<file path="config.mk">
export PLATFORM = sky130hd
export DESIGN_NAME = prim_unit_top
export DESIGN_NICKNAME = d
export VERILOG_FILES = /design/src/common/cmd_pkg.sv /design/src/common/exec_pkg.sv /design/src/execute/alu_ops.sv /design/src/execute/execute_unit.sv /design/src/execute/fx_mult_pipe.sv /design/src/logic/op_decode.sv /design/src/logic/prim_unit_top.sv /design/src/logic/result_stage.sv
export SDC_FILE = /design/constraint.sdc
export NUM_CORES = 1
export LEC_CHECK = 0
export ABC_AREA = 1
export BUFFER_PORTS_ARGS = -buffer_cell sky130_fd_sc_hd__clkbuf_2
export CAP_MARGIN = 25
export CORE_MARGIN = 1
export CORE_UTILIZATION = 53
export CTS_BUF_LIST = sky130_fd_sc_hd__clkbuf_16
export DETAILED_ROUTE_END_ITERATION = 8
export HOLD_SLACK_MARGIN = 0.08
export MAX_ROUTING_LAYER = met4
export PLACE_DENSITY_LB_ADDON = 0.3
export RECOVER_POWER = 50
export SYNTH_ARGS = -nofsm -noshare
export SYNTH_HDL_FRONTEND = slang
export SYNTH_HIERARCHICAL = 1
export SYNTH_SLANG_ARGS = --single-unit
</file>
<file path="constraint.sdc">
create_clock -name clk -period 10.5 [get_ports clk]
set_input_delay 1.575 -clock clk [delete_from_list [all_inputs] [get_ports clk]]
set_output_delay 1.575 -clock clk [all_outputs]
set_load 0.02 [all_outputs]
</file>
<file path="src/common/cmd_pkg.sv">
package cmd_pkg;

  // Host opcodes, one command per strobe
  typedef enum logic [3:0] {
    op_add   = 4'd0,
    op_sub   = 4'd1,
    op_and   = 4'd2,
    op_or    = 4'd3,
    op_xor   = 4'd4,
    op_not   = 4'd5,
    op_lsh   = 4'd6,
    op_rsh   = 4'd7,
    op_lt    = 4'd8,
    op_gt    = 4'd9,
    op_eq    = 4'd10,
    op_neq   = 4'd11,
    op_le    = 4'd12,
    op_ge    = 4'd13,
    op_mul   = 4'd14,
    op_mulfx = 4'd15
  } op_e;

  // Host tag, returned untouched with the result
  typedef logic [3:0] tag_t;

  // Command header that travels beside the two operands
  typedef struct packed {
    op_e  op;
    tag_t tag;
  } cmd_hdr_t;

  // Result header, zero is set when the result data is all zeros
  typedef struct packed {
    tag_t tag;
    logic zero;
  } res_hdr_t;

endpackage

</file>
<file path="src/common/exec_pkg.sv">
package exec_pkg;

  // Which execution block handles a command
  typedef enum logic {
    unit_alu = 1'b0,
    unit_mul = 1'b1
  } unit_e;

  // ALU functions, one for each non-multiply opcode
  typedef enum logic [3:0] {
    fn_add = 4'd0,
    fn_sub = 4'd1,
    fn_and = 4'd2,
    fn_or  = 4'd3,
    fn_xor = 4'd4,
    fn_not = 4'd5,
    fn_lsh = 4'd6,
    fn_rsh = 4'd7,
    fn_lt  = 4'd8,
    fn_gt  = 4'd9,
    fn_eq  = 4'd10,
    fn_neq = 4'd11,
    fn_le  = 4'd12,
    fn_ge  = 4'd13
  } alu_fn_e;

  // Decoded control word carried down the pipeline
  typedef struct packed {
    unit_e         unit;
    alu_fn_e       alu_fn;
    logic          mul_fx;
    cmd_pkg::tag_t tag;
  } ctrl_t;

endpackage

</file>
<file path="src/execute/alu_ops.sv">
`timescale 1ns/1ps

module alu_ops #(
  parameter int WIDTH = 16
) (
  input  logic              clk,
  input  logic              reset,
  input  logic              in_valid,
  input  exec_pkg::alu_fn_e alu_fn,
  input  logic [WIDTH-1:0]  a,
  input  logic [WIDTH-1:0]  b,
  output logic              out_valid,
  output logic [WIDTH-1:0]  result
);
  import exec_pkg::*;

  localparam logic [WIDTH-2:0] CMP_PAD = '0;

  logic [WIDTH-1:0] alu_comb;
  logic [WIDTH-1:0] result_q1;
  logic             valid_q1;

  // Combinational primitives, compares land in bit 0
  always_comb begin
    case (alu_fn)
      fn_add:  alu_comb = a + b;
      fn_sub:  alu_comb = a - b;
      fn_and:  alu_comb = a & b;
      fn_or:   alu_comb = a | b;
      fn_xor:  alu_comb = a ^ b;
      fn_not:  alu_comb = ~a;
      // Full-width shift amount, so b >= WIDTH clears the result
      fn_lsh:  alu_comb = a << b;
      fn_rsh:  alu_comb = a >> b;
      fn_lt:   alu_comb = {CMP_PAD, a < b};
      fn_gt:   alu_comb = {CMP_PAD, a > b};
      fn_eq:   alu_comb = {CMP_PAD, a == b};
      fn_neq:  alu_comb = {CMP_PAD, a != b};
      fn_le:   alu_comb = {CMP_PAD, a <= b};
      fn_ge:   alu_comb = {CMP_PAD, a >= b};
      default: alu_comb = '0;
    endcase
  end

  // Two register stages to line up with the multiplier
  always_ff @(posedge clk) begin
    if (reset) begin
      valid_q1  <= 1'b0;
      out_valid <= 1'b0;
    end else begin
      valid_q1  <= in_valid;
      out_valid <= valid_q1;
    end
  end

  always_ff @(posedge clk) begin
    result_q1 <= alu_comb;
    result    <= result_q1;
  end

endmodule

</file>
<file path="src/execute/execute_unit.sv">
`timescale 1ns/1ps

module execute_unit #(
  parameter int WIDTH     = 16,
  parameter int INT_WIDTH = 8
) (
  input  logic             clk,
  input  logic             reset,
  input  logic             dec_valid,
  input  exec_pkg::ctrl_t  dec_ctrl,
  input  logic [WIDTH-1:0] dec_a,
  input  logic [WIDTH-1:0] dec_b,
  output logic             exe_valid,
  output exec_pkg::ctrl_t  exe_ctrl,
  output logic [WIDTH-1:0] exe_alu,
  output logic [WIDTH-1:0] exe_mul
);
  import exec_pkg::*;

  logic  alu_start;
  logic  mul_start;
  logic  alu_done;
  logic  mul_done;
  ctrl_t ctrl_q1;

  // Only the selected unit sees the strobe
  assign alu_start = dec_valid && (dec_ctrl.unit == unit_alu);
  assign mul_start = dec_valid && (dec_ctrl.unit == unit_mul);

  alu_ops #(
    .WIDTH(WIDTH)
  ) u_alu_ops (
    .clk      (clk),
    .reset    (reset),
    .in_valid (alu_start),
    .alu_fn   (dec_ctrl.alu_fn),
    .a        (dec_a),
    .b        (dec_b),
    .out_valid(alu_done),
    .result   (exe_alu)
  );

  fx_mult_pipe #(
    .WIDTH    (WIDTH),
    .INT_WIDTH(INT_WIDTH)
  ) u_fx_mult_pipe (
    .clk      (clk),
    .reset    (reset),
    .in_valid (mul_start),
    .fx       (dec_ctrl.mul_fx),
    .a        (dec_a),
    .b        (dec_b),
    .out_valid(mul_done),
    .product  (exe_mul)
  );

  // Control word rides two stages beside the units
  always_ff @(posedge clk) begin
    ctrl_q1  <= dec_ctrl;
    exe_ctrl <= ctrl_q1;
  end

  // At most one unit finishes in any cycle
  assign exe_valid = alu_done | mul_done;

endmodule

</file>
<file path="src/execute/fx_mult_pipe.sv">
`timescale 1ns/1ps

module fx_mult_pipe #(
  parameter int WIDTH     = 16,
  parameter int INT_WIDTH = 8
) (
  input  logic             clk,
  input  logic             reset,
  input  logic             in_valid,
  input  logic             fx,
  input  logic [WIDTH-1:0] a,
  input  logic [WIDTH-1:0] b,
  output logic             out_valid,
  output logic [WIDTH-1:0] product
);
  logic [WIDTH-1:0]   a_q;
  logic [WIDTH-1:0]   b_q;
  logic               fx_q1;
  logic               valid_q1;
  logic [2*WIDTH-1:0] a_ext;
  logic [2*WIDTH-1:0] b_ext;
  logic [2*WIDTH-1:0] prod_q;
  logic               fx_q2;

  // Valid walks the two stages, a new multiply may enter every cycle
  always_ff @(posedge clk) begin
    if (reset) begin
      valid_q1  <= 1'b0;
      out_valid <= 1'b0;
    end else begin
      valid_q1  <= in_valid;
      out_valid <= valid_q1;
    end
  end

  // Stage one holds the operands and the mode
  always_ff @(posedge clk) begin
    if (in_valid) begin
      a_q   <= a;
      b_q   <= b;
      fx_q1 <= fx;
    end
  end

  // Sign extend in fixed-point mode, the low 2*WIDTH bits then give the
  // signed product, while zero extension gives the unsigned one
  always_comb begin
    if (fx_q1) begin
      a_ext = {{WIDTH{a_q[WIDTH-1]}}, a_q};
      b_ext = {{WIDTH{b_q[WIDTH-1]}}, b_q};
    end else begin
      a_ext = {{WIDTH{1'b0}}, a_q};
      b_ext = {{WIDTH{1'b0}}, b_q};
    end
  end

  // Stage two holds the full double-width product
  always_ff @(posedge clk) begin
    prod_q <= a_ext * b_ext;
    fx_q2  <= fx_q1;
  end

  // Fixed-point slice keeps INT_WIDTH integer bits
  assign product = fx_q2 ? prod_q[2*WIDTH-INT_WIDTH-1:WIDTH-INT_WIDTH]
                         : prod_q[WIDTH-1:0];

endmodule

</file>
<file path="src/logic/op_decode.sv">
`timescale 1ns/1ps

module op_decode #(
  parameter int WIDTH = 16
) (
  input  logic              clk,
  input  logic              reset,
  input  logic              cmd_valid,
  input  cmd_pkg::cmd_hdr_t cmd_hdr,
  input  logic [WIDTH-1:0]  cmd_a,
  input  logic [WIDTH-1:0]  cmd_b,
  output logic              dec_valid,
  output exec_pkg::ctrl_t   dec_ctrl,
  output logic [WIDTH-1:0]  dec_a,
  output logic [WIDTH-1:0]  dec_b
);
  import cmd_pkg::*;
  import exec_pkg::*;

  ctrl_t ctrl_next;

  // Opcode to unit, function and fixed-point mode
  always_comb begin
    ctrl_next.unit   = unit_alu;
    ctrl_next.alu_fn = fn_add;
    ctrl_next.mul_fx = 1'b0;
    ctrl_next.tag    = cmd_hdr.tag;
    case (cmd_hdr.op)
      op_add:   ctrl_next.alu_fn = fn_add;
      op_sub:   ctrl_next.alu_fn = fn_sub;
      op_and:   ctrl_next.alu_fn = fn_and;
      op_or:    ctrl_next.alu_fn = fn_or;
      op_xor:   ctrl_next.alu_fn = fn_xor;
      op_not:   ctrl_next.alu_fn = fn_not;
      op_lsh:   ctrl_next.alu_fn = fn_lsh;
      op_rsh:   ctrl_next.alu_fn = fn_rsh;
      op_lt:    ctrl_next.alu_fn = fn_lt;
      op_gt:    ctrl_next.alu_fn = fn_gt;
      op_eq:    ctrl_next.alu_fn = fn_eq;
      op_neq:   ctrl_next.alu_fn = fn_neq;
      op_le:    ctrl_next.alu_fn = fn_le;
      op_ge:    ctrl_next.alu_fn = fn_ge;
      op_mul:   ctrl_next.unit   = unit_mul;
      op_mulfx: begin
        ctrl_next.unit   = unit_mul;
        ctrl_next.mul_fx = 1'b1;
      end
      default:  ctrl_next.alu_fn = fn_add;
    endcase
  end

  always_ff @(posedge clk) begin
    if (reset) begin
      dec_valid <= 1'b0;
    end else begin
      dec_valid <= cmd_valid;
    end
  end

  // Payload is only captured on a strobe
  always_ff @(posedge clk) begin
    if (cmd_valid) begin
      dec_ctrl <= ctrl_next;
      dec_a    <= cmd_a;
      dec_b    <= cmd_b;
    end
  end

endmodule

</file>
<file path="src/logic/prim_unit_top.sv">
`timescale 1ns/1ps

module prim_unit_top #(
  parameter int WIDTH     = 16,
  parameter int INT_WIDTH = 8
) (
  input  logic              clk,
  input  logic              reset,
  input  logic              cmd_valid,
  input  cmd_pkg::cmd_hdr_t cmd_hdr,
  input  logic [WIDTH-1:0]  cmd_a,
  input  logic [WIDTH-1:0]  cmd_b,
  output logic              res_valid,
  output cmd_pkg::res_hdr_t res_hdr,
  output logic [WIDTH-1:0]  res_data
);
  import exec_pkg::*;

  logic             dec_valid;
  ctrl_t            dec_ctrl;
  logic [WIDTH-1:0] dec_a;
  logic [WIDTH-1:0] dec_b;
  logic             exe_valid;
  ctrl_t            exe_ctrl;
  logic [WIDTH-1:0] exe_alu;
  logic [WIDTH-1:0] exe_mul;

  // Decode, one cycle
  op_decode #(
    .WIDTH(WIDTH)
  ) u_op_decode (
    .clk      (clk),
    .reset    (reset),
    .cmd_valid(cmd_valid),
    .cmd_hdr  (cmd_hdr),
    .cmd_a    (cmd_a),
    .cmd_b    (cmd_b),
    .dec_valid(dec_valid),
    .dec_ctrl (dec_ctrl),
    .dec_a    (dec_a),
    .dec_b    (dec_b)
  );

  // Execute, two cycles
  execute_unit #(
    .WIDTH    (WIDTH),
    .INT_WIDTH(INT_WIDTH)
  ) u_execute_unit (
    .clk      (clk),
    .reset    (reset),
    .dec_valid(dec_valid),
    .dec_ctrl (dec_ctrl),
    .dec_a    (dec_a),
    .dec_b    (dec_b),
    .exe_valid(exe_valid),
    .exe_ctrl (exe_ctrl),
    .exe_alu  (exe_alu),
    .exe_mul  (exe_mul)
  );

  // Result select and zero flag, one cycle
  result_stage #(
    .WIDTH(WIDTH)
  ) u_result_stage (
    .clk      (clk),
    .reset    (reset),
    .exe_valid(exe_valid),
    .exe_ctrl (exe_ctrl),
    .exe_alu  (exe_alu),
    .exe_mul  (exe_mul),
    .res_valid(res_valid),
    .res_hdr  (res_hdr),
    .res_data (res_data)
  );

endmodule

</file>
<file path="src/logic/result_stage.sv">
`timescale 1ns/1ps

module result_stage #(
  parameter int WIDTH = 16
) (
  input  logic              clk,
  input  logic              reset,
  input  logic              exe_valid,
  input  exec_pkg::ctrl_t   exe_ctrl,
  input  logic [WIDTH-1:0]  exe_alu,
  input  logic [WIDTH-1:0]  exe_mul,
  output logic              res_valid,
  output cmd_pkg::res_hdr_t res_hdr,
  output logic [WIDTH-1:0]  res_data
);
  import exec_pkg::*;

  logic [WIDTH-1:0] data_sel;
  logic             data_zero;

  assign data_sel  = (exe_ctrl.unit == unit_mul) ? exe_mul : exe_alu;
  assign data_zero = (data_sel == '0);

  always_ff @(posedge clk) begin
    if (reset) begin
      res_valid <= 1'b0;
    end else begin
      res_valid <= exe_valid;
    end
  end

  always_ff @(posedge clk) begin
    res_data     <= data_sel;
    res_hdr.tag  <= exe_ctrl.tag;
    res_hdr.zero <= data_zero;
  end

endmodule

</file>
-- Yosys cells after proc, flatten, opt, wreduce, memory -nomap -nowiden
Cells that the tools add are included.
- $add $sub $neg: 2
- $mul: 1
- $lt $le $gt $ge: 4
- eq/ne operators: 30
- shift operators: 2
- mux-type cells: 8
- bitwise gates (word level): 6
- reductions and logical operators: 5
- operators by type and width (operator ; number):
    $pmux 16 s14 ; 1
    $mux 32 ; 2
    $eq 4x4->1 const B ; 14
    $pmux 4 s13 ; 1
    $eq 4x3->1 const B ; 8
    $mul 32x32->24 ; 1
    $mux 16 ; 2
    $add 16x16->16 ; 1
    $and 16x16->16 ; 1
    $eq 16x16->1 ; 1
    $eq 4x2->1 const B ; 4
    $ge 16x16->1 ; 1
    $gt 16x16->1 ; 1
    $le 16x16->1 ; 1
    $logic_not 16->1 ; 1
    $lt 16x16->1 ; 1
    $ne 16x16->1 ; 1
    $not 16->16 ; 1
    $or 16x16->16 ; 1
    $shl 16x16->16 ; 1
    $shr 16x16->16 ; 1
    $sub 16x16->16 ; 1
    $xor 16x16->16 ; 1
    $eq 4x1->1 const B ; 2
    6 further kinds ; 8
- flip-flop bits (word level): 169
- bits of input ports: 43
- output and inout bits: 22
- logic and storage cells: 84

-- Longest topological paths before layout
- depth after elaboration: 3
- gate-level depth with buffers: 31
- depth with buffers taken out: 30

-- Modules after synthesis
Netlist, hierarchy kept.
- by module, submodules not included (module ; instances ; cells an instance ; area each (µm²) ; sequential area each (µm²)):
    fx_mult_pipe ; 1 ; 1336 ; 10774.1 ; 1531.5
    alu_ops ; 1 ; 829 ; 4874.7 ; 680.7
    op_decode ; 1 ; 56 ; 1338.8 ; 1281.2
    result_stage ; 1 ; 133 ; 905.9 ; 440.4
    execute_unit ; 1 ; 27 ; 429.2 ; 400.4

-- Worst setup path before layout
Ideal clock, no wire load.
- path kind: register to register
- from: register u_execute_unit.u_fx_mult_pipe.b_q[1]
- to: register u_execute_unit.u_fx_mult_pipe.prod_q[20]
- library setup time: 121 ps
- arrival time: 5698 ps
- required time: 10379 ps
- setup slack: 4681 ps
- cell stages (with the launch flop): 25
- buffers on the path: 2
- period minus slack after synthesis: 5819 ps
- cell sequence: edfxtp_1 -> clkbuf_1 -> clkbuf_1 -> nand2_1 -> fa_1 -> fa_1 -> fa_1 -> inv_1 -> fa_1 -> inv_1 -> fa_1 -> inv_1 -> fa_1 -> inv_1 -> fa_1 -> inv_1 -> ha_1 -> nand2_1 -> o21ai_0 -> a21oi_1 -> nand2_1 -> a21oi_1 -> nor2_1 -> nor2_1 -> xor2_1
- cells in the longest elaborated chain, start to end: 2
- ends and longest elaborated chain (item ; RTL line ; source):
    start, declared ; fx_mult_pipe.sv:17 ; logic [WIDTH-1:0] b_q;
    start signal, assigned ; fx_mult_pipe.sv:40 ; b_q <= b;
    $mux 32 ; fx_mult_pipe.sv:48 ; if (fx_q1) begin
    $mul 32x32->24 ; fx_mult_pipe.sv:59 ; prod_q <= a_ext * b_ext;
    end signal, assigned ; fx_mult_pipe.sv:59 ;
    end, declared ; fx_mult_pipe.sv:22 ; logic [2*WIDTH-1:0] prod_q;
No other way between the ends.
A chain may end at the register's enable or synchronous reset.

-- Worst setup path after layout
- from: register u_execute_unit.u_fx_mult_pipe.a_q[15]
- to: register u_execute_unit.u_fx_mult_pipe.prod_q[21]
- cells in the longest elaborated chain, start to end: 2
- ends and longest elaborated chain (item ; RTL line ; source):
    start, declared ; fx_mult_pipe.sv:16 ; logic [WIDTH-1:0] a_q;
    start signal, assigned ; fx_mult_pipe.sv:39 ; a_q <= a;
    $mux 32 ; fx_mult_pipe.sv:48 ;
    $mul 32x32->24 ; fx_mult_pipe.sv:59 ;
No other way between the ends.

==> reports/summary.txt <==
outcome: finished with violations
failing checks: capacitance limit, slew limit
clock-pin slew on the worst setup and hold paths: 70 ps
skew final: 11.1 ps
crit path max fanout: 13
syn nets: 2756
leakage: 10.7 nW
gate count of the mapped netlist: 2371
Hold WC Path Type: flop to flop
vias in the first global route: 15148
drt pass-1 iters: 6
number of vias per cell: 5.27
Warnings, synthesis: 6
Routed WL per cell: 17.3 um
clk sink count: 169
cts repair resizes: 0
maxcap violations: 2
crit path cell chain: nand2_2 -> clkinv_2 -> nand2_1 -> inv_1 -> fa_1 -> inv_1 -> fa_1 -> fa_1 -> inv_1 -> fa_1 -> fa_1 -> fa_1 -> inv_1 -> fa_1 -> inv_1 -> ha_1 -> nand2_1 -> nor2_1 -> nand2_1 -> o21ai_1 -> nand3_1 -> nand2_1 -> xor2_1
Buf/Inv on CP: 6
RePlAce Congestion: 0.973
CP arrival: 6820 ps
die width: 187 um
std cell rows: 67
Top cell by count, worst path: fa_1
initial core utilization: 0.539
Tmin final: 6460 ps
Multi-input gate area: 11300 um2
Layout Cells excl Fill: 2836
FILL cells: 3091
CP required: 10860 ps
slowest stage delay, CP: 590 ps
crit end category: flop
Mapped Area: 18100 um2
Setup Buffers After CTS: 0
CTS tree: built
# diodes: 0
H-tree levels: 4
CP top delay family: adder cells
ANT nets after route: 0
# IOs: 65
VDD IR max: 547 uV
final hold violations: 0
Die Y: 187 um
power per cell area: 314 nW/um2
first-pass GRT wire length: 78800 um
P&R area growth vs syn: 6.10%
DIE AREA: 34900 um2
Syn Area/Cell: 7.64 um2
Least-Margin Pin Slew: 2000 ps
fmax: 155 MHz
gr usage total: 0.300
final setup TNS: 0 ps
relative max-transition margin: -0.336
Residual DRC: 0
# port buffers: 64
Post-CTS Hold Buffers: 0
DR vias: 14947
Clock Latency Late Sink: 440 ps
critical path launch point type: flop
FF+latch area: 4130 um2
root buffer cell: clkbuf_16
Slowest cell on crit path: edfxtp_1
period utilisation layout: 0.615
WS Path Type: flop to flop
drt initial violations: 1445
DP Wirelength: 39100 um
pin count of the biggest net entering global routing: 44
total gr overflow: 0
Clock Path Buffers: 2
max-slew violations: 74
share of layout cells above drive strength 1: 0.0670
# placed instances: 2802
core footprint: 33600 um2
final setup fails: 0
Routed WL: 49000 um
RSZ-0062 raised after global routing: false
post-layout util: 0.572
nets: 2760
CTS buffer count: 17
initial antenna violation count: 0
## cells in the final DEF, fill, tap and decap left out, types with 59 or more instances in the layout
cell type / n
edfxtp_1: 75
a21oi_1: 86
ha_1: 132
nand2_1: 588
fa_1: 210
o21ai_0: 59
nand3_1: 164
nor2_1: 89
clkbuf_2: 63
dfxtp_1: 94
inv_1: 584
## per-stage QoR
stage / cell area, um2 / hold WS, ps / setup slack, ps / power, mW
after floorplan: 18100 / 310 / 4680 / 4.19
after global placement: 18600 / 310 / 4130 / 5.28
after detailed placement: 18600 / 312 / 4050 / 5.38
after CTS: 19200 / 320 / 4020 / 6.04
after global routing: 19200 / 326 / 3660 / 6.73
final: 19200 / 316 / 4040 / 6.05
## where the power goes
group	total [mW]	switching (mW)	internal (mW)	leakage [nW]
combinational	4.45	2.78	1.67	8.91
sequential	0.958	0.0917	0.866	1.50
clock	0.641	0.286	0.355	0.278
## worst paths after layout
check	end	slack (ps)	depth (start not counted)	start
worst max-delay path	u_execute_unit/u_fx_mult_pipe/prod_q[21]	4040	23	u_execute_unit/u_fx_mult_pipe/a_q[15]
worst min-delay path	u_execute_unit/u_alu_ops/result[10]	320	0	u_execute_unit/u_alu_ops/result_q1[10]
worst max register to register	u_execute_unit/u_fx_mult_pipe/prod_q[21]	4040	23	u_execute_unit/u_fx_mult_pipe/a_q[15]
worst min register to register	u_execute_unit/u_alu_ops/result[10]	320	0	u_execute_unit/u_alu_ops/result_q1[10]
## state kept, by name, summed over array words and instances (netlist names)
name,cells
u_execute_unit/u_fx_mult_pipe/prod_q,24
u_op_decode/dec_ctrl,10
u_execute_unit/u_fx_mult_pipe/fx_q1,1
u_execute_unit/u_alu_ops/result_q1,16
u_execute_unit/u_fx_mult_pipe/fx_q2,1
u_execute_unit/u_alu_ops/out_valid,1
u_op_decode/dec_b,16
u_result_stage/res_valid,1
u_execute_unit/u_fx_mult_pipe/b_q,16
u_execute_unit/u_fx_mult_pipe/out_valid,1
u_execute_unit/u_fx_mult_pipe/valid_q1,1
u_execute_unit/u_alu_ops/result,16
u_op_decode/dec_a,16
u_result_stage/res_data,16
u_result_stage/res_hdr,5
u_execute_unit/ctrl_q1,5
u_execute_unit/u_fx_mult_pipe/a_q,16
u_op_decode/dec_valid,1
u_execute_unit/exe_ctrl,5
u_execute_unit/u_alu_ops/valid_q1,1
## area by class of cell
class,count,share of cell area
clock buffers,17,0.0221
repair buffers,75,0.0220
inverters,604,0.118
flip-flops and latches,169,0.215
multi-input cells,1508,0.585
well taps,448,0.0292
clock inverters,15,0.00852
## layer usage
layer | wire (um) | vias to the layer above | track usage
met5 | 0 | - | -
met4 | 1360 | 0 | 0.0984
met3 | 4170 | 91 | 0.0700
met2 | 22100 | 595 | 0.466
met1 | 21300 | 7105 | 0.389
li1 | - | 7156 | -
No activity file was read; power rests on OpenSTA's default activity.
